<file path="src/include/mem_endpoint_macros.svh">
// Width, depth and credit constants for the memory endpoint, included by each source file
`ifndef MEM_ENDPOINT_MACROS_SVH
`define MEM_ENDPOINT_MACROS_SVH

// Data word and byte lanes
`define MEM_DATA_WIDTH 32
`define MEM_MASK_WIDTH 4

// Array depth in words and the matching word address width
`define MEM_ELS 1024
`define MEM_ADDR_WIDTH 10

// Requester and destination register identifiers
`define SRC_ID_WIDTH 6
`define REG_ID_WIDTH 5

// Return packets the downstream side can absorb after reset
`define RET_CREDITS 4

`endif

</file>
<file path="src/verilog/mem_endpoint_pkg.sv">
// Request opcodes, return types and the request payload layout shared by the endpoint modules
`default_nettype none

`include "mem_endpoint_macros.svh"

package mem_endpoint_pkg;

  // Remote request opcodes
  typedef enum logic [2:0] {
    e_load       = 3'd0,
    e_store      = 3'd1,  // Byte-masked store
    e_store_word = 3'd2,
    e_amo_swap   = 3'd3,
    e_amo_or     = 3'd4,
    e_amo_add    = 3'd5,
    e_cache_op   = 3'd6   // Not handled by this endpoint
  } mem_op_e;

  // Kind of return packet
  typedef enum logic [1:0] {
    e_ret_credit   = 2'd0,  // Store acknowledge with no data
    e_ret_int_wb   = 2'd1,
    e_ret_float_wb = 2'd2
  } ret_type_e;

  // How a load request wants its data shaped
  typedef struct packed {
    logic        float_wb;     // Reply goes to the float register file
    logic        is_unsigned;
    logic        is_byte;
    logic        is_half;
    logic [1:0]  part_sel;     // Byte index, upper bit picks the halfword
    logic [`MEM_DATA_WIDTH-7:0] reserved;
  } load_info_s;

  // A request payload is store data for writes and load info for reads
  typedef union packed {
    logic [`MEM_DATA_WIDTH-1:0] store_data;
    load_info_s                 load_info;
  } req_payload_u;

endpackage

`default_nettype wire

</file>
<file path="src/verilog/mem_endpoint_fsm.sv">
// Request controller: accepts one request at a time, drives the array and forms return packets
`default_nettype none

`include "mem_endpoint_macros.svh"

module mem_endpoint_fsm
  import mem_endpoint_pkg::*;
(
  input  logic                       clk_i,
  input  logic                       reset_i,

  input  logic                       req_v_i,
  input  mem_op_e                    req_op_i,
  input  logic [`MEM_ADDR_WIDTH-1:0] req_addr_i,
  input  req_payload_u               req_payload_i,
  input  logic [`MEM_MASK_WIDTH-1:0] req_mask_i,
  input  logic [`REG_ID_WIDTH-1:0]   req_reg_id_i,
  input  logic [`SRC_ID_WIDTH-1:0]   req_src_i,
  output logic                       req_yumi_o,

  output logic                       ret_v_o,
  output ret_type_e                  ret_type_o,
  output logic [`MEM_DATA_WIDTH-1:0] ret_data_o,
  output logic [`REG_ID_WIDTH-1:0]   ret_reg_id_o,
  output logic [`SRC_ID_WIDTH-1:0]   ret_dst_o,

  output logic                       mem_v_o,
  output logic                       mem_w_o,
  output logic [`MEM_ADDR_WIDTH-1:0] mem_addr_o,
  output logic [`MEM_DATA_WIDTH-1:0] mem_wdata_o,
  output logic [`MEM_MASK_WIDTH-1:0] mem_mask_o,
  input  logic [`MEM_DATA_WIDTH-1:0] mem_rdata_i,

  input  logic [`MEM_DATA_WIDTH-1:0] packed_load_i,
  output load_info_s                 load_info_o,
  input  logic                       credit_avail_i
);

  typedef enum logic {
    s_ready,
    s_atomic
  } state_e;

  state_e state_r, state_n;
  logic   pending_r, pending_n;  // A load or store reply still has to go out

  // Request held from acceptance until its reply is sent
  mem_op_e                    op_r;
  logic [`MEM_ADDR_WIDTH-1:0] addr_r;
  req_payload_u               payload_r;
  logic [`REG_ID_WIDTH-1:0]   reg_id_r;
  logic [`SRC_ID_WIDTH-1:0]   src_r;

  logic req_is_amo;
  logic req_is_store;
  logic accept;

  assign req_is_amo   = req_op_i inside {e_amo_swap, e_amo_or, e_amo_add};
  assign req_is_store = req_op_i inside {e_store, e_store_word};

  // A new request may enter when no reply is owed or the owed one leaves now
  assign accept = (state_r == s_ready) && req_v_i && (!pending_r || credit_avail_i);

  assign load_info_o  = payload_r.load_info;
  assign ret_reg_id_o = reg_id_r;
  assign ret_dst_o    = src_r;

  always_comb begin
    req_yumi_o  = 1'b0;
    mem_v_o     = 1'b0;
    mem_w_o     = 1'b0;
    mem_addr_o  = req_addr_i;
    mem_wdata_o = req_payload_i.store_data;
    mem_mask_o  = (req_op_i == e_store) ? req_mask_i : '1;
    ret_v_o     = 1'b0;
    ret_type_o  = e_ret_int_wb;
    ret_data_o  = '0;
    state_n     = state_r;
    pending_n   = pending_r;

    case (state_r)
      s_ready: begin
        req_yumi_o = accept;
        mem_v_o    = accept;
        mem_w_o    = req_is_store;

        if (op_r inside {e_store, e_store_word}) begin
          ret_type_o = e_ret_credit;
        end else begin
          ret_type_o = payload_r.load_info.float_wb ? e_ret_float_wb : e_ret_int_wb;
          ret_data_o = packed_load_i;  // Array still holds the word read at acceptance
        end
        ret_v_o = pending_r && credit_avail_i;

        if (accept) begin
          pending_n = !req_is_amo;
          state_n   = req_is_amo ? s_atomic : s_ready;
        end else if (ret_v_o) begin
          pending_n = 1'b0;
        end
      end

      s_atomic: begin
        // Write back and reply together once a credit is there
        mem_v_o    = credit_avail_i;
        mem_w_o    = credit_avail_i;
        mem_addr_o = addr_r;
        mem_mask_o = '1;
        case (op_r)
          e_amo_or:  mem_wdata_o = payload_r.store_data | mem_rdata_i;
          e_amo_add: mem_wdata_o = payload_r.store_data + mem_rdata_i;
          default:   mem_wdata_o = payload_r.store_data;  // Swap
        endcase
        ret_v_o    = credit_avail_i;
        ret_data_o = mem_rdata_i;  // Old word
        state_n    = credit_avail_i ? s_ready : s_atomic;
      end

      default: state_n = s_ready;
    endcase
  end

  always_ff @(posedge clk_i) begin
    if (reset_i) begin
      state_r   <= s_ready;
      pending_r <= 1'b0;
      op_r      <= e_load;
    end else begin
      state_r   <= state_n;
      pending_r <= pending_n;
      if (req_yumi_o) begin
        op_r <= req_op_i;
      end
    end
  end

  always_ff @(posedge clk_i) begin
    if (req_yumi_o) begin
      addr_r    <= req_addr_i;
      payload_r <= req_payload_i;
      reg_id_r  <= req_reg_id_i;
      src_r     <= req_src_i;
    end
  end

  // Cache management requests have no meaning for a flat memory
  no_cache_op_a: assert property (
    @(posedge clk_i) disable iff (reset_i) req_v_i |-> (req_op_i != e_cache_op)
  ) else $error("cache management request sent to memory endpoint");

endmodule

`default_nettype wire

</file>
<file path="config.mk">
export PLATFORM = sky130hd
export DESIGN_NAME = mem_endpoint_fsm
export DESIGN_NICKNAME = d
export VERILOG_FILES = /design/src/verilog/mem_endpoint_pkg.sv /design/src/verilog/mem_endpoint_fsm.sv
export VERILOG_INCLUDE_DIRS = /design/src /design/src/include
export SDC_FILE = /design/constraint.sdc
export NUM_CORES = 1
export LEC_CHECK = 0
export BUFFER_PORTS_ARGS = -buffer_cell sky130_fd_sc_hd__buf_2
export CAP_MARGIN = 20
export CORE_MARGIN = 2
export CORE_UTILIZATION = 40
export CTS_CLUSTER_SIZE = 25
export DETAILED_ROUTE_END_ITERATION = 10
export GPL_ROUTABILITY_DRIVEN = 0
export PLACE_DENSITY = 0.68
export RECOVER_POWER = 50
export SKIP_CTS_REPAIR_TIMING = 1
export SYNTH_ARGS = -nofsm -noshare
export SYNTH_HDL_FRONTEND = slang
export SYNTH_SLANG_ARGS = --single-unit
</file>
<file path="constraint.sdc">
create_clock -name clk_i -period 10.8 [get_ports clk_i]
set_input_delay 0.54 -clock clk_i [delete_from_list [all_inputs] [get_ports clk_i]]
set_output_delay 0.54 -clock clk_i [all_outputs]
set_load 0.02 [all_outputs]
</file>
==> run metrics <==
status complete, but fails checks; failing checks max-capacitance violations, max-slew violations; VDD IR-drop max 0.110 mV; unrepaired setup endpoints after global routing false; CP arrival 5.19 ns; final period utilization 53.0%; pin count of the biggest net entering global routing 81; number of H-tree levels 3; DIE AREA 15000 um2; Setup Skew 0.00415 ns; Synth Net Count 845; WL per Instance 15.6 um; ordered list of cells on the worst path clkbuf_1 > o311ai_0 > o21ai_0 > buf_2; Starting Density 40.7%; Die Width 123 um; CTS tree yes; Critical R2R Launch state_r$_SDFF_PP0_; via count 5626; EDFF count, synth 53; WS Path Type reg2out; row count 43; CTS root buf clkbuf_16; Area Growth Syn to Fin 29.7%; NumNets Final 1076; Detailed Place HPWL 12600 um; fmax 175 MHz; Worst Path Max Fanout 80; hold depth 1; Num CTS Buffers 9; ys flop type edfxtp_1; syn_area_per_cell 8.62 um2; Pre-antenna DRT Iters 5; Clock Sink Count 58; Iteration-0 DRC Markers 243; setup TNS 0 ns; cell leakage power 0.00350 uW; max-cap viol count 1; pwr dens 132 nW/um2; DRC violations left 0; RR Endpoint load_info_o[10]$_DFFE_PP_; worst hold endpoint ret_reg_id_o[3]$_DFFE_PP_; clk slew on worst S/H paths 0.06 ns; Final Max Tran Viols 81; antenna violations before repair 0; Worst path max stage delay 2.57 ns; Async S/R FF share, synth 0%; R2R depth 3; layout cells sized above 1 27.7%; Final ANT Viol Nets 0; Ports 255; Clock Tree Buf Depth 2; # diodes 0; chip height 123 um; Slowest cell on crit path clkbuf_1; Seq/Total Area, Yosys 30.0%; first-pass GRT wire length 26000 um; top area cells in the synthesized netlist edfxtp_1, ha_1, inv_1; CP endpoint kind output pin; Yosys reg bits 58; hold slack 0.367 ns; final wirelength 16600 um; Hold WC Path Type in2reg; GRT Overall Usage 22.3%; Worst-Skew Late Latency 0.34 ns; Post-Syn Area 5630 um2; Final Hold Viols 0; I/O Buffers 254; Worst-Margin Slew 3.55 ns; core box area 13800 um2; Synth top area share 28.3%; Mapped Cells 653; Yosys Warn Count 0; DR vias/cell 5.26; Reg2Reg Setup Slack 6.04 ns; Worst slew margin -137%; Congestion Overflow GR 0; post-synth top area cell edfxtp_1; startpoint types flip-flop; worst hold path startpoint req_reg_id_i[3]; synth unique cells 64; fin crit period 5.73 ns; setup violators final 0; CP required 10.26 ns; vias in the first global route 5182
==> worst max path at each step <==
stage                              from              end  slack [ns]  cells past startpoint
3_5_place_dp             mem_rdata_i[0]  mem_wdata_o[30]        6.87                     14
4_1_cts        load_info_o[0]$_DFFE_PP_  mem_wdata_o[30]        6.69                     13
6_report             state_r$_SDFF_PP0_  mem_wdata_o[10]        5.07                      4
3_3_place_gp             mem_rdata_i[0]  mem_wdata_o[30]        6.92                     14
5_1_grt              state_r$_SDFF_PP0_  mem_wdata_o[28]        4.52                      5
2_1_floorplan            credit_avail_i          mem_v_o        4.28                      3
==> flip-flops by register name, summed over array words and instances, names as in the netlist <==
register and flops:
ret_reg_id_o 5, load_info_o 32, state_r 1, pending_r 1, addr_r 10, ret_dst_o 6
op_r 3
==> cell usage in the layout (no fill, tap or decap), types with 4 or more instances in the layout <==
cell,instances
a211oi_1,11
a21o_1,12
a21oi_1,49
a221oi_1,5
a22o_1,32
a311oi_1,7
a31oi_1,8
and3_1,5
buf_2,193
clkbuf_1,63
clkbuf_16,9
dfxtp_1,4
edfxtp_1,53
ha_1,63
inv_1,84
mux2_2,14
mux2i_1,10
nand2_1,34
nand2b_1,8
nand3_1,7
nand4_1,7
nor2_1,58
nor3_1,11
o211ai_1,8
o21a_1,5
o21ai_0,34
xnor2_1,18
xor2_1,8
==> synth_stat cells, drive strengths merged (8+ instances only) <==
cell type	count
xnor2	18
buf	12
o21ai	35
mux2	14
a21oi	49
nand2	34
a211oi	12
ha	63
a31oi	8
a311oi	8
xor2	8
edfxtp	53
clkbuf	27
nand2b	8
a22o	32
nor2	59
mux2i	10
a21o	12
nor3	11
o211ai	8
inv	84
==> power breakdown <==
part           internal, uW  leakage, uW  switching [uW]
registers               265     0.000553            14.4
clock network           228     0.000171             117
logic                   131      0.00277             210
==> critical path: cells and delay by family, from the launching register on <==
family,cells,cell delay (ns)
buf+inv,2,2.80
flops,1,1.16
compound gates,2,0.84
==> layout make-up <==
cell class	instances	area [um2]
Tap cell	180	225
Clock inverter	7	125
Multi-Input combinational cell	472	3490
Fill cell	1358	6520
Timing Repair Buffer	259	1220
Inverter	84	315
Sequential cell	58	1690
Clock buffer	9	225
==> cells by family (layout without fill, tap and decap cells) <==
| kind of cell | count (synthesis) | after routing | synth area share (%) |
|---|---|---|---|
| flops | 58 | 58 | 30.0 |
| mux | 24 | 24 | 4.58 |
| fa+ha+maj | 64 | 64 | 14.4 |
| compound gates | 208 | 208 | 26.2 |
| xor+xnor | 26 | 26 | 4.04 |
| simple gates | 150 | 150 | 12.5 |
| buf+inv | 123 | 359 | 8.31 |
==> routing by layer <==
layer	wire length [um]	part of all wire [%]	track usage, %
met5	0	0	0
met4	214	1.3	7.11
met3	1350	8.1	5.62
met2	7810	47	36.9
met1	7260	44	28.4
==> through the flow <==
step                      setup slack, ns  instance area [um2]  std cells  util (%)  power, uW
final                                5.07                 7300       1069      52.8        965
after global routing                 4.52                 7300       1069      52.8       1020
after CTS                            6.69                 7390       1069      53.5        976
after detailed placement             6.87                 7040       1053      50.9        626
after global placement               6.92                 7040       1053      50.9        624
after floorplan                      4.28                 5630        653         -        518
No activity file was read; power rests on OpenSTA's default activity.
