==> src/include/mem_endpoint_macros.svh <==
// Width, depth and credit constants for the memory endpoint, included by each source file
`ifndef MEM_ENDPOINT_MACROS_SVH
`define MEM_ENDPOINT_MACROS_SVH

// Data word and byte lanes
`define MEM_DATA_WIDTH 32
`define MEM_MASK_WIDTH 4

// Array depth in words and the matching word address width
`define MEM_ELS 1024
`define MEM_ADDR_WIDTH 10

// Requester and destination register identifiers
`define SRC_ID_WIDTH 6
`define REG_ID_WIDTH 5

// Return packets the downstream side can absorb after reset
`define RET_CREDITS 4

`endif

==> src/verilog/mem_endpoint_pkg.sv <==
// Request opcodes, return types and the request payload layout shared by the endpoint modules
`default_nettype none

`include "mem_endpoint_macros.svh"

package mem_endpoint_pkg;

  // Remote request opcodes
  typedef enum logic [2:0] {
    e_load       = 3'd0,
    e_store      = 3'd1,  // Byte-masked store
    e_store_word = 3'd2,
    e_amo_swap   = 3'd3,
    e_amo_or     = 3'd4,
    e_amo_add    = 3'd5,
    e_cache_op   = 3'd6   // Not handled by this endpoint
  } mem_op_e;

  // Kind of return packet
  typedef enum logic [1:0] {
    e_ret_credit   = 2'd0,  // Store acknowledge with no data
    e_ret_int_wb   = 2'd1,
    e_ret_float_wb = 2'd2
  } ret_type_e;

  // How a load request wants its data shaped
  typedef struct packed {
    logic        float_wb;     // Reply goes to the float register file
    logic        is_unsigned;
    logic        is_byte;
    logic        is_half;
    logic [1:0]  part_sel;     // Byte index, upper bit picks the halfword
    logic [`MEM_DATA_WIDTH-7:0] reserved;
  } load_info_s;

  // A request payload is store data for writes and load info for reads
  typedef union packed {
    logic [`MEM_DATA_WIDTH-1:0] store_data;
    load_info_s                 load_info;
  } req_payload_u;

endpackage

`default_nettype wire

==> src/verilog/load_packer.sv <==
// Extracts a byte or halfword from a read word and extends it for a sub-word load
`default_nettype none

`include "mem_endpoint_macros.svh"

module load_packer
  import mem_endpoint_pkg::*;
(
  input  logic [`MEM_DATA_WIDTH-1:0] mem_data_i,
  input  load_info_s                 load_info_i,
  output logic [`MEM_DATA_WIDTH-1:0] load_data_o
);

  logic [7:0]  byte_sel;
  logic [15:0] half_sel;
  logic        fill;

  assign byte_sel = mem_data_i[8*load_info_i.part_sel +: 8];
  assign half_sel = mem_data_i[16*load_info_i.part_sel[1] +: 16];

  always_comb begin
    fill = 1'b0;
    if (load_info_i.is_byte) begin
      fill = ~load_info_i.is_unsigned & byte_sel[7];
      load_data_o = {{(`MEM_DATA_WIDTH-8){fill}}, byte_sel};
    end else if (load_info_i.is_half) begin
      fill = ~load_info_i.is_unsigned & half_sel[15];
      load_data_o = {{(`MEM_DATA_WIDTH-16){fill}}, half_sel};
    end else begin
      load_data_o = mem_data_i;  // Full word
    end
  end

endmodule

`default_nettype wire

==> config.mk <==
export PLATFORM = sky130hd
export DESIGN_NAME = load_packer
export DESIGN_NICKNAME = d
export VERILOG_FILES = /design/src/verilog/mem_endpoint_pkg.sv /design/src/verilog/load_packer.sv
export VERILOG_INCLUDE_DIRS = /design/src /design/src/include
export SDC_FILE = /design/constraint.sdc
export NUM_CORES = 1
export LEC_CHECK = 0
export BUFFER_PORTS_ARGS = -buffer_cell sky130_fd_sc_hd__buf_2
export CELL_PAD_IN_SITES_DETAIL_PLACEMENT = 1
export CELL_PAD_IN_SITES_GLOBAL_PLACEMENT = 1
export CORE_MARGIN = 2
export CORE_UTILIZATION = 19
export DETAILED_ROUTE_END_ITERATION = 8
export GPL_TIMING_DRIVEN = 0
export PLACE_DENSITY = 0.92
export SLEW_MARGIN = 25
export SYNTH_ARGS = -nofsm -noshare
export SYNTH_HDL_FRONTEND = slang
export SYNTH_SLANG_ARGS = --single-unit
==> constraint.sdc <==
create_clock -name vclk -period 1.2
set_clock_uncertainty 0.15 [all_clocks]
set_input_delay 0.06 -clock vclk [all_inputs]
set_output_delay 0.06 -clock vclk [all_outputs]
set_load 0.05 [all_outputs]
==> results.ini, run 1 <==
[run_status]
violations = setup timing
outcome = finished with violations

[global_route]
grt_pass1_wl_um = 7630
antenna_found_initial = 0
grt_max_degree = 11
grt_pass1_vias = 1421
grt.overflow.total = 0
grtUsageTotal_pct = 21.6

[detailed_routing]
antenna_left = 0
vias = 1247
route.met3.wl_um = 240
first_pass_iters = 4
drt_wl_total_um = 4970
drc = 0
post_drt_wl_per_cell_um = 20.5
top_layer = met4
met2WireLength_um = 2510
drt-met1-wl_um = 2120
via_per_inst = 5.15
drt_iter0_drc = 31

[synthesis]
synth_top_area_cell = mux2i_1
synth_fp_nets = 174
synth.avg_cell_area_um2 = 7.29
syn_area_um2 = 802
yosys-top-cells-area = mux2i_1, a21oi_1, nand2b_1
synth_top_cell_area_share_pct = 28.7
synth_cell_types = 19
ys_seq_area_share_pct = 0
netlist_instances = 110
yosysWarnings = 0

[timing]
setup_ws_ps = -296
fmax_mhz = 668
worstMarginPinSlew_ps = 369
period_needed_ps = 1500
hold_viol = 0
timing.final.crit_share_pct = 125
finalSetupViolCount = 31
final_max_slew_viol_count = 0
rsz0062_at_grt = true
slew_headroom_pct = 75.4

[placement]
hpwlAfterDp_um = 3200
dp_slack_ps = -613
port_buffers = 68
gp_congestion = 0.699
dp_cells = 228

[floorplanning]
die_y_um = 69.0
ios = 96
dieArea_mm2 = 0.00476
start_util_pct = 19.9
core_mm2 = 0.00403
die_w_um = 69.0
rows = 23

[hold_path]
hold_class = input port to primary output

[critical_path]
end_kind = primary output
crit_type = input port to primary output
crit_arrival_ps = 1290
cp-start-kind = input port
critPathMaxFanout = 6
critPathRequiredTime_ps = 990

[cells_and_area]
nets = 258
syn_to_final_growth_pct = 156
seq_cell_count = 0
final_cells = 242
clkbuf_count = 0
regArea_um2 = 0
drive_gt1_share_pct = 76.0
n_antenna_cell = 0

[pwr]
ir_worst_vdd_v = 0.000200
power.density_mw_per_mm2 = 688
leakagePower_nw = 0.887

[clock_tree]
holdBufCountCts = 0

[run]
drv_cap = 0

## Yosys cell counts, types with 2 or more instances
cell type	instances
nor2_1	2
a211oi_1	8
clkbuf_1	5
and3_1	8
buf_2	3
buf_6	3
mux2_2	2
nand2b_1	16
a21oi_1	25
mux2i_1	23
a221oi_1	7
## per-layer routing
| metal | vias up | GRT usage [%] |
|---|---|---|
| met5 | - | 0 |
| met4 | 0 | 4.41 |
| met3 | 8 | 2.27 |
| met2 | 44 | 39.9 |
| met1 | 599 | 26.9 |
| li1 | 596 | - |
## cells by family (layout without fill, tap and decap cells)
kind of cell / count (synthesis) / after routing / synth area share [%]
muxes: 26 / 26 / 33.4
and+or+nand+nor: 29 / 29 / 21.7
buffers and inverters: 13 / 95 / 9.36
AOI/OAI and AO/OA: 42 / 42 / 35.6
## worst paths after layout
kind,cells past startpoint,slack [ps],end,start
setup / recovery,7,-300,load_data_o[8],load_info_i[26]
hold / removal,4,370,load_data_o[22],mem_data_i[22]
## placed cells by master, fill, tap and decap left out, types with 2 or more instances in the layout
cell	netlist	routed
mux2_2	2	2
buf_4	0	8
buf_8	0	2
buf_2	3	35
a211oi_2	0	7
mux2i_1	23	18
mux2i_4	0	4
a221oi_4	1	8
nand2b_1	16	16
and3_1	8	7
buf_12	0	5
a21oi_2	0	21
buf_6	3	37
clkbuf_8	0	3
a21oi_4	0	4
## area by class of cell
type                            instances  area, um^2
Multi-Input combinational cell         97        1110
Buffer                                 11         144
Fill cell                             457        1980
Timing Repair Buffer                   82         718
Tap cell                               50        62.6
Inverter                                2        12.5
## repair_timing
action	4_1_cts	5_1_grt
endpoints found under the hold margin	0	0
gates resized for setup	105	14
endpoints found under the setup margin	32	32
gates cloned	3	0
pin swaps	8	3
buffers inserted	12	0
## where the power goes
group	switching (W)	internal, W	leakage, nW
Combinational	0.000842	0.000569	0.887
Sequential	0	0	0
Clock	0	0	0
## stage by stage
stage          TNS, ps  cell area, um^2  hold WS, ps  total power [W]  utilization, %
2_1_floorplan    -6310             1070          203         0.000800               -
4_1_cts          -8360             2000          365          0.00136            49.5
3_5_place_dp    -15560             1480          416          0.00106            36.7
6_report         -7750             2050          373          0.00141            50.9
5_1_grt          -8910             2050          396          0.00147            50.9
3_3_place_gp    -14640             1480          416          0.00104            36.7
## worst max-delay path, stage by stage
cell	delay (ps)
buf_12	100
mux2_4	310
a221oi_4	300
buf_12	170
buf_6	120
a21oi_2	50
buf_6	160
Power figures use the tool's default switching activity.
==> inputs of run 2 (changes only) <==
--- a/config.mk
+++ b/config.mk
@@ -6,6 +6,7 @@
 export SDC_FILE = /design/constraint.sdc
 export NUM_CORES = 1
 export LEC_CHECK = 0
+export ABC_AREA = 1
 export BUFFER_PORTS_ARGS = -buffer_cell sky130_fd_sc_hd__buf_2
 export CELL_PAD_IN_SITES_DETAIL_PLACEMENT = 1
 export CELL_PAD_IN_SITES_GLOBAL_PLACEMENT = 1
@@ -13,6 +14,7 @@
 export CORE_UTILIZATION = 19
 export DETAILED_ROUTE_END_ITERATION = 8
 export GPL_TIMING_DRIVEN = 0
+export MAX_ROUTING_LAYER = met4
 export PLACE_DENSITY = 0.92
 export SLEW_MARGIN = 25
 export SYNTH_ARGS = -nofsm -noshare
==> results.ini, run 2 <==
[cells_and_area]
drive_gt1_share_pct = 43.3  ; -33 points
clkbuf_count = 0  ; unchanged
nets = 341  ; +32%
nFillCells = 670  ; +47%
syn_to_final_growth_pct = 86.7
seq_cell_count = 0  ; unchanged
regArea_um2 = 0  ; unchanged
layout.cells.most_common = nand2_1
n_antenna_cell = 0  ; unchanged
layout_common_cells = nand2_1, buf_2, buf_6
fin_util_pct = 37.1  ; -14 points

[global_route]
grt_pass1_wl_um = 7280  ; -4.6%
antenna_found_initial = 0  ; unchanged
grt.overflow.total = 0  ; unchanged
grt_pass1_vias = 1618  ; +14%
grt_max_degree = 18  ; +7
grtUsageTotal_pct = 16.5  ; -5.1 points

[placement]
port_buffers = 67  ; -1.5%
dp_slack_ps = -147  ; +466 ps
hpwlAfterDp_um = 3630  ; +14%
gp_congestion = 0.850  ; +22%

[floorplanning]
rows = 25  ; +8.7%
die_y_um = 74.5  ; +8.0%
dieArea_mm2 = 0.00555  ; +17%
die_w_um = 74.5  ; +8.0%
start_util_pct = 19.8  ; -0.065 points
core_mm2 = 0.00475  ; +18%
ios = 96  ; unchanged

[timing]
fmax_mhz = 823  ; +23%
hold_viol = 0  ; unchanged
slew_headroom_pct = 83.0  ; +7.6 points
rsz0062_at_grt = true
timing.final.crit_share_pct = 101  ; -23 points
worstMarginPinSlew_ps = 257  ; -112 ps
fin_hold_ws_ps = 392  ; +19.1 ps
period_needed_ps = 1220  ; -281 ps
final_max_slew_viol_count = 0  ; unchanged
finalSetupViolCount = 2  ; -94%
setup_ws_ps = -15.7  ; +281 ps

[critical_path]
crit_arrival_ps = 1010  ; -280 ps
cp_num_buf_inv = 4  ; unchanged
cp_num_cells = 10  ; +3
crit_family = buffers and inverters
crit_type = input port to primary output
cp-start-kind = input port
cpPeakStageDelay_ps = 160  ; -150 ps
critPathMaxFanout = 8  ; +2
critPathSlowestCell = buf_6
end_kind = primary output
path_cells = buf_12 > clkinv_8 > nand2_4 > nand2_4 > nand3_4 > buf_6 > nand2_1 > nand2_1 > nand2_2 > buf_6
critPathRequiredTime_ps = 990  ; about the same

[synthesis]
yosys-top-cells-area = nand2_1, nand3_1, o21ai_0
synth_fp_nets = 265  ; +52%
yosysWarnings = 0  ; unchanged
synth_commonest_cells = nand2_1, nand3_1, nor2_1, o21ai_0, inv_1
synth.most_common_cell = nand2_1
synth_cell_types = 19  ; unchanged
syn_area_um2 = 943  ; +18%
ys_seq_area_share_pct = 0  ; unchanged
netlist_instances = 201  ; +83%
synth.avg_cell_area_um2 = 4.69  ; -36%
synth_top_area_cell = nand2_1
synth_top_cell_area_share_pct = 42.2  ; +13 points

[pwr]
p_total_w = 0.00117  ; -17%
power.density_mw_per_mm2 = 664  ; -3.5%
ir_worst_vdd_v = 0.000161  ; -20%
leakagePower_nw = 1.02  ; +15%

[hold_path]
hold_depth = 4  ; unchanged
hold_class = input port to primary output

[run_status]
outcome = finished with violations
violations = setup timing

[detailed_routing]
antenna_left = 0  ; unchanged
drc = 0  ; unchanged
post_drt_wl_per_cell_um = 14.8  ; -28%
drt_wl_total_um = 5070  ; +1.9%
vias = 1604  ; +29%
first_pass_iters = 4  ; unchanged
via_per_inst = 4.69  ; -9.0%
drt_iter0_drc = 68  ; +120%

[clock_tree]
holdBufCountCts = 0  ; unchanged

[run]
drv_cap = 0  ; unchanged

run 2: repair_timing:
item | CTS | global route
gates resized for setup | 45 | 69
endpoints found under the setup margin | 32 | 32
cloned | 1 | 1
buffers inserted | 1 | 5
pin swaps | 1 | 15
run 2: where the power goes:
part,switching (W),internal [W]
logic,0.000753,0.000417
registers,0,0
clock network,0,0
total,0.000753,0.000417
run 2: area by class of cell:
type                            instances  area [um^2]  area share (%)
Inverter                               13         71.3            4.05
Tap cell                               67         83.8            4.76
Buffer                                 13          129            7.32
Multi-Input combinational cell        174          853            48.4
Timing Repair Buffer                   75          624            35.4
run 2: stage by stage:
step	setup TNS [ps]	cell area, um^2	instances
5_1_grt	-728	1760	342
4_1_cts	0	1510	336
3_3_place_gp	-2540	1380	335
3_5_place_dp	-2760	1380	335
6_report	-27.2	1760	342
2_1_floorplan	-68.9	962	201
run 2: logic make-up after synthesis:
logic type | after synthesis | synth area share [%]
simple gates | 144 | 66.6
compound gates | 30 | 17.8
buf+inv | 27 | 15.6
run 2: final timing paths:
kind                             from         endpoint  slack, ps
worst max-delay path  load_info_i[27]  load_data_o[29]        -20
worst min-delay path   mem_data_i[29]  load_data_o[13]        390
run 2: layer usage:
metal	part of all wire [%]	GRT usage [%]	wire, um
met1	41	19.2	2070
met2	52	30.4	2660
met3	4.5	1.49	230
met4	2.2	4.17	109
met5	0	-	0
