### config.mk
export PLATFORM = sky130hd
export DESIGN_NAME = return_credit_counter
export DESIGN_NICKNAME = d
export VERILOG_FILES = /design/src/verilog/return_credit_counter.sv
export VERILOG_INCLUDE_DIRS = /design/src /design/src/include
export SDC_FILE = /design/constraint.sdc
export NUM_CORES = 1
export LEC_CHECK = 0
export BUFFER_PORTS_ARGS = -buffer_cell sky130_fd_sc_hd__buf_4
export CAP_MARGIN = 10
export CORE_AREA = 3 3 40 42
export DETAILED_ROUTE_END_ITERATION = 8
export DIE_AREA = 0 0 43 45
export PLACE_DENSITY = 0.38
export SETUP_SLACK_MARGIN = 0.3
export SLEW_MARGIN = 10
export SYNTH_ARGS = -nofsm -noshare
export SYNTH_HDL_FRONTEND = slang
export SYNTH_SLANG_ARGS = --single-unit
### constraint.sdc
create_clock -name clk_i -period 1.35 [get_ports clk_i]
set_input_delay 0.135 -clock clk_i [delete_from_list [all_inputs] [get_ports clk_i]]
set_output_delay 0.135 -clock clk_i [all_outputs]
set_load 0.005 [all_outputs]
### src/include/mem_endpoint_macros.svh
// Width, depth and credit constants for the memory endpoint, included by each source file
`ifndef MEM_ENDPOINT_MACROS_SVH
`define MEM_ENDPOINT_MACROS_SVH

// Data word and byte lanes
`define MEM_DATA_WIDTH 32
`define MEM_MASK_WIDTH 4

// Array depth in words and the matching word address width
`define MEM_ELS 1024
`define MEM_ADDR_WIDTH 10

// Requester and destination register identifiers
`define SRC_ID_WIDTH 6
`define REG_ID_WIDTH 5

// Return packets the downstream side can absorb after reset
`define RET_CREDITS 4

`endif

### src/verilog/return_credit_counter.sv
// Tracks how many return packets downstream can still take, starting full after reset
`default_nettype none

`include "mem_endpoint_macros.svh"

module return_credit_counter #(
  parameter int credits_p = `RET_CREDITS
) (
  input  logic clk_i,
  input  logic reset_i,
  input  logic credit_i,
  input  logic spend_i,
  output logic credit_avail_o
);

  localparam int cnt_width_lp = $clog2(credits_p + 1);

  logic [cnt_width_lp-1:0] count_r;

  always_ff @(posedge clk_i) begin
    if (reset_i) begin
      count_r <= cnt_width_lp'(credits_p);
    end else if (credit_i && !spend_i) begin
      count_r <= count_r + 1'b1;
    end else if (spend_i && !credit_i) begin
      count_r <= count_r - 1'b1;
    end
  end

  assign credit_avail_o = (count_r != '0);

  // Downstream may not hand back more credits than it was given
  count_bounded_a: assert property (
    @(posedge clk_i) disable iff (reset_i) count_r <= cnt_width_lp'(credits_p)
  ) else $error("credit count above %0d", credits_p);

  // A reply that goes out with no credit would overrun the receiver
  no_spend_at_zero_a: assert property (
    @(posedge clk_i) disable iff (reset_i) spend_i |-> (count_r != '0)
  ) else $error("reply sent with no credit left");

endmodule

`default_nettype wire
==> results of run 1 <==
-- final cells by class --
cell class	instances	share of cell area [%]
multi-input combinational	11	41.0
sequential	3	24.8
timing repair buffer	5	14.3
clock buffer	4	10.0
tap	15	7.14
inverter	2	2.86
-- what timing repair did --
action | in CTS | in global routing
endpoints found under the setup margin | 3 | 3
gates resized for setup | 2 | 0
pin swaps | 2 | 0
-- critical path, stage by stage, from the launching register on --
cell and delay [ns]:
dfxtp_2 0.33, fa_2 0.35, xor2_1 0.16, o21ai_1 0.10, or3b_1 0.34
-- cell families after synthesis --
family	Yosys count	synth area share, %
buffers and inverters	2	4.69
XOR/XNOR	2	10.9
AO/OA/AOI/OAI	1	3.12
AND/OR/NAND/NOR	5	17.2
flip-flops	3	37.5
adder cells (fa/ha/maj)	2	20.3
multiplexers	1	6.25
-- metal layers --
layer	vias up	track usage, %	share of wire (%)	wire, um
li1	69	-	-	-
met1	65	4.35	42	120
met2	5	4.19	46	133
met3	0	2.79	11	33
met4	0	7.23	0	0
met5	-	0	0	0
-- stage by stage --
stage,TNS (ns),instances
2_1_floorplan,-0.0401,16
3_3_place_gp,-0.144,36
3_5_place_dp,-0.161,36
4_1_cts,-0.0546,40
5_1_grt,-0.0934,40
6_report,-0.0417,40
-- layout by cell type (no fill, tap or decap) --
cell type,n
nor2_1,2
or3b_1,1
xor2_1,2
dfxtp_1,1
clkbuf_1,1
inv_2,2
clkbuf_4,3
mux2i_1,1
nor3_1,1
buf_4,5
o21ai_1,1
dfxtp_2,1
or3_1,1
ha_4,1
fa_2,1
dfxtp_4,1
-- power breakdown --
group,total (mW),switching (mW),internal (mW),leakage (nW)
clock,0.155,0.0445,0.111,0.0150
sequential,0.124,0.0154,0.109,0.0258
combinational,0.0827,0.0326,0.0501,0.0729
total,0.362,0.0925,0.269,0.114
-- synth_stat cells --
master | number | area [um2]
xor2_1 | 2 | 17.5
o21ai_1 | 1 | 5.00
or3b_1 | 1 | 8.76
or3_1 | 1 | 6.26
fa_1 | 1 | 20.0
nor2_1 | 2 | 7.51
ha_1 | 1 | 12.5
dfxtp_1 | 3 | 60.1
nor3_1 | 1 | 5.00
mux2i_1 | 1 | 10.0
inv_1 | 2 | 7.51
-- final timing paths --
kind	endpoint	slack, ns	cells after the start
max	count_r[2]$_SDFFE_PP1P_	-0.04	4
min	count_r[0]$_SDFFE_PP0P_	0.07	2
max reg2reg	count_r[2]$_SDFFE_PP1P_	-0.04	4
min reg2reg	count_r[0]$_SDFFE_PP0P_	0.51	2
==> impl_results.md, run 1 <==
- # port buffers: 4
- Layout cells sized above 1: 56.0%
- Cell Area, Synth: 160 um2
- FF/Latch Area: 65.1 um2
- RSZ-0062 raised after global routing: yes
- Clk_lat worst skew: 0.23 ns
- Gr usage total: 4.25%
- Worst EP required: 1.46 ns
- Cell count after synthesis: 16
- Biggest register: count_r
- Die width: 43 um
- Detail Placement HPWL: 242 um
- Skew final: 0.00150 ns
- Die height: 45 um
- Routed Antenna Nets: 0
- Tot Pwr: 0.362 mW
- Fmax: 719 MHz
- Ant diodes: 0
- CP arrival: 1.50 ns
- NumNets Final: 32
- Min Tclk post-route: 1.39 ns
- Pre-CTS setup slack: -0.161 ns
- Post-synthesis cell type count: 11
- Crit start category: flop
- Initial DRC Count: 0
- Max reg flops: 3
- DRT Pass-1 Iters: 1
- Postcts setup bufs: 0
- Hold crit path type: in2reg
- # clock sinks: 3
- Num ports: 5
- Final worst setup slack: -0.0417 ns
- Post-CTS Hold Buffers: 0
- Hold WS: 0.0683 ns
- First-pass GRT wire length: 517 um
- Area post-placement: 233 um2
- Multi-input gate area: 108 um2
- Relative slew slack: 88.4%
- Root Buffer: clkbuf_4
- CP startpoint: count_r[1]$_SDFFE_PP0P_
- Part of the cycle the worst path needs: 103%
- DRT Wirelength: 287 um
- Failing checks: negative setup slack
- Flops & latches, synth: 3
- Layout area overhead: 64.1%
- Vias in the first global route: 130
- Measured slew at the worst slew-check pin: 0.174 ns
- CTS tree: done
- Worst VDD drop: 0.189 mV
- Biggest regs: count_r x3
- GP Congestion: 0.644
- Setup CP Type: reg2reg
- Syn Nets: 22
- Yosys Warn Count: 0
- Launch point of the worst reg-to-reg path: count_r[1]$_SDFFE_PP0P_
- Worst hold start: reset_i
- Design Area, Final: 263 um2
- Setup violations, final: 1
- Die area: 1940 um2
- Nature of the critical path endpoint: flop
- Initial antenna violation count: 0
- H-tree Lvls: 1
- Leakage power: 0.114 nW
- FILL cells: 146
- Core footprint: 1280 um2
- Max Root-Sink Buffers: 2
- Max_cap viols: 0
- Starting Density: 12.5%
- Slew Viols, Final: 0
- Num CTS Buffers: 3
- Final Hold Viols: 0
- Number of cell rows: 13
- Pwr/cell area: 1380 nW/um2
- Max FO, Critical Path: 3
- Drt drc: 0
- Synthesized area per cell: 10.0 um2
- Drt via density: 3.48
- Pin count of the biggest net entering global routing: 5
- CTS clock-pin slew for the worst setup and hold paths: 0.04 ns
- DR vias: 139
- Status: finished with violations
- Average wire per standard cell: 7.18 um
- Final Core Density: 20.4%
- Seq/Total Area, Yosys: 37.5%
- GRT overflow: 0
Power figures use the tool's default switching activity.
==> run 2: changes to the inputs <==
==> constraint.sdc (replaced) <==
create_clock -name clk_i -period 1.35 [get_ports clk_i]
set_input_delay 0.27 -clock clk_i [delete_from_list [all_inputs] [get_ports clk_i]]
set_output_delay 0.27 -clock clk_i [all_outputs]
set_load 0.005 [all_outputs]
==> impl_results.md, run 2 (synthesized netlist as in run 1, its figures left out) <==
- Post-route non-filler standard cell count: 40 (unchanged)
- Gr usage total: 3.92% (was 4.25%)
- Max reg flops: 3 (unchanged)
- Clk_lat worst skew: 0.23 ns (about the same)
- Drt drc: 0 (unchanged)
- Ant diodes: 0 (unchanged)
- Relative slew slack: 88.4% (about the same)
- Final Hold Viols: 0 (unchanged)
- First-pass GRT wire length: 489 um (was 517 um)
- Max Root-Sink Buffers: 2 (unchanged)
- Most frequent cells in the layout: 4 x buf_4, 3 x clkbuf_4, 2 x xor2_1, 2 x nor2_1, 2 x dfxtp_2 (was 5 x buf_4, 3 x clkbuf_4, 2 x inv_2, 2 x xor2_1, 2 x nor2_1)
- DR vias: 132 (was 139)
- Met1 Use GR: 3.38% (was 4.35%)
- Die area: 1940 um2 (unchanged)
- Core footprint: 1280 um2 (unchanged)
- Final worst setup slack: -0.0852 ns (was -0.0417 ns)
- CTS clock-pin slew for the worst setup and hold paths: 0.04 ns (about the same)
- Initial DRC Count: 3 (was 0)
- Drt via density: 3.30 (was 3.48)
- Crit start category: input pin (was flop)
- Worst EP required: 1.46 ns (about the same)
- Layout area overhead: 75.0% (was 64.1%)
- Average wire per standard cell: 7.05 um (was 7.18 um)
- Combinational fraction of design power: 24.9% (was 22.8%)
- # port buffers: 4 (unchanged)
- FILL cells: 142 (was 146)
- Layout cells sized above 1: 56.0% (unchanged)
- Status: finished with violations (unchanged)
- RSZ-0062 raised after global routing: yes (unchanged)
- Slew Viols, Final: 0 (unchanged)
- Max_cap viols: 0 (unchanged)
- Num ports: 5 (unchanged)
- Fmax: 697 MHz (was 719 MHz)
- Inst Count DP: 35 (was 36)
- Int Power: 0.273 mW (was 0.269 mW)
- Max FO, Critical Path: 2 (was 3)
- Measured slew at the worst slew-check pin: 0.173 ns (was 0.174 ns)
- H-tree Lvls: 1 (unchanged)
- Routed Antenna Nets: 0 (unchanged)
- Post-CTS Hold Buffers: 0 (unchanged)
- GP Congestion: 0.660 (was 0.644)
- Worst VDD drop: 0.434 mV (was 0.189 mV)
- Final Core Density: 21.8% (was 20.4%)
- DRT Wirelength: 282 um (was 287 um)
- CP arrival: 1.54 ns (was 1.50 ns)
- Part of the cycle the worst path needs: 106% (was 103%)
- Nature of the critical path endpoint: flop (unchanged)
- Min Tclk post-route: 1.44 ns (was 1.39 ns)
- Hold crit path type: in2reg (unchanged)
- Net Sw Frac: 25.9% (was 25.5%)
- Pwr/cell area: 1310 nW/um2 (was 1380 nW/um2)
- Starting Density: 12.5% (unchanged)
- Leakage power: 0.119 nW (was 0.114 nW)
- Skew final: 0.00531 ns (was 0.00150 ns)
- Clk pwr share: 41.8% (was 42.9%)
- Detail Placement HPWL: 230 um (was 242 um)
- Die width: 43 um (unchanged)
- Global Route met2 Usage: 5.09% (was 4.19%)
- Pin count of the biggest net entering global routing: 5 (unchanged)
- Commonest non-fill, non-tap cell in the layout: buf_4 (unchanged)
- Die height: 45 um (unchanged)
- Biggest regs: count_r x3 (unchanged)
- Failing checks: negative setup slack (unchanged)
- GRT overflow: 0 (unchanged)
- M3 GR Usage: 5.18% (was 2.79%)
- Setup CP Type: in2reg (was reg2reg)
- Vias in the first global route: 137 (was 130)
- Root Buffer: clkbuf_4 (unchanged)
- Number of cell rows: 13 (unchanged)
- DRT Pass-1 Iters: 3 (was 1)
- Switch Pwr: 0.0953 mW (was 0.0925 mW)
- Setup violations, final: 1 (unchanged)
- Most Crowded Layer GR: met3 (was met4)
- NumNets Final: 32 (unchanged)
- # clock sinks: 3 (unchanged)
- CTS tree: done (unchanged)
- Num CTS Buffers: 3 (unchanged)
- Fraction of power consumed by sequential logic: 33.3% (was 34.3%)
- Initial antenna violation count: 0 (unchanged)
- Biggest register: count_r (unchanged)
==> run 2: cell counts in the layout (fill, tap and decap cells not counted) <==
No cell type changed its count.
==> run 2: final cells by class <==
cell class / count / area (um2) / area share (%)
Sequential cell: 3 / 62.6 / 22.3
Clock buffer: 4 / 26.3 / 9.37
Timing Repair Buffer: 5 / 45.0 / 16.1
Inverter: 2 / 20.0 / 7.14
Multi-Input combinational cell: 11 / 108 / 38.4
Tap cell: 15 / 18.8 / 6.70
==> run 2: power groups by stage <==
stage                     Sequential [mW]  Clock [mW]  Combinational [mW]
after floorplan                     0.119           0              0.0620
after global placement              0.123           0              0.0855
after detailed placement            0.122           0              0.0895
after CTS                           0.124       0.161              0.0935
after global routing                0.127       0.169               0.101
final                               0.123       0.154              0.0915
==> run 2: what timing repair did <==
item | in CTS | in global routing
gates cloned | 0 | 0
buffers inserted | 1 | 0
endpoints found under the setup margin | 3 | 3
resized for setup | 4 | 0
pin swaps | 4 | 0
==> run 2: metal layers <==
metal | up-vias | part of all wire, % | routed length, um
met5 | - | 0 | 0
met4 | 0 | 0 | 0
met3 | 0 | 16 | 44
met2 | 7 | 38 | 107
met1 | 53 | 46 | 130
li1 | 72 | - | -
==> run 2: critical path, stage by stage <==
cell and delay, ns:
buf_8 0.11, inv_12 0.04, ha_4 0.11, inv_2 0.04, fa_2 0.37, xor2_1 0.16
o21ai_1 0.10, or3b_1 0.35
==> run 2: stage by stage <==
stage / setup WS, ns / TNS, ns / area, um2 / hold WS [ns] / power (mW)
6_report: -0.0852 / -0.0852 / 280 / 0.210 / 0.368
2_1_floorplan: -0.179 / -0.179 / 188 / 0.342 / 0.181
4_1_cts: -0.0931 / -0.0931 / 280 / 0.205 / 0.378
5_1_grt: -0.140 / -0.161 / 280 / 0.207 / 0.397
3_5_place_dp: -0.408 / -0.408 / 236 / 0.451 / 0.211
3_3_place_gp: -0.363 / -0.363 / 236 / 0.450 / 0.208
==> run 2: worst paths after layout <==
check | end | cells after the start | from | slack [ns]
setup / recovery | count_r[2]$_SDFFE_PP1P_ | 8 | spend_i | -0.09
hold reg to reg | count_r[1]$_SDFFE_PP0P_ | 2 | count_r[1]$_SDFFE_PP0P_ | 0.51
hold / removal | count_r[1]$_SDFFE_PP0P_ | 2 | reset_i | 0.21
setup reg to reg | count_r[2]$_SDFFE_PP1P_ | 4 | count_r[0]$_SDFFE_PP0P_ | -0.05
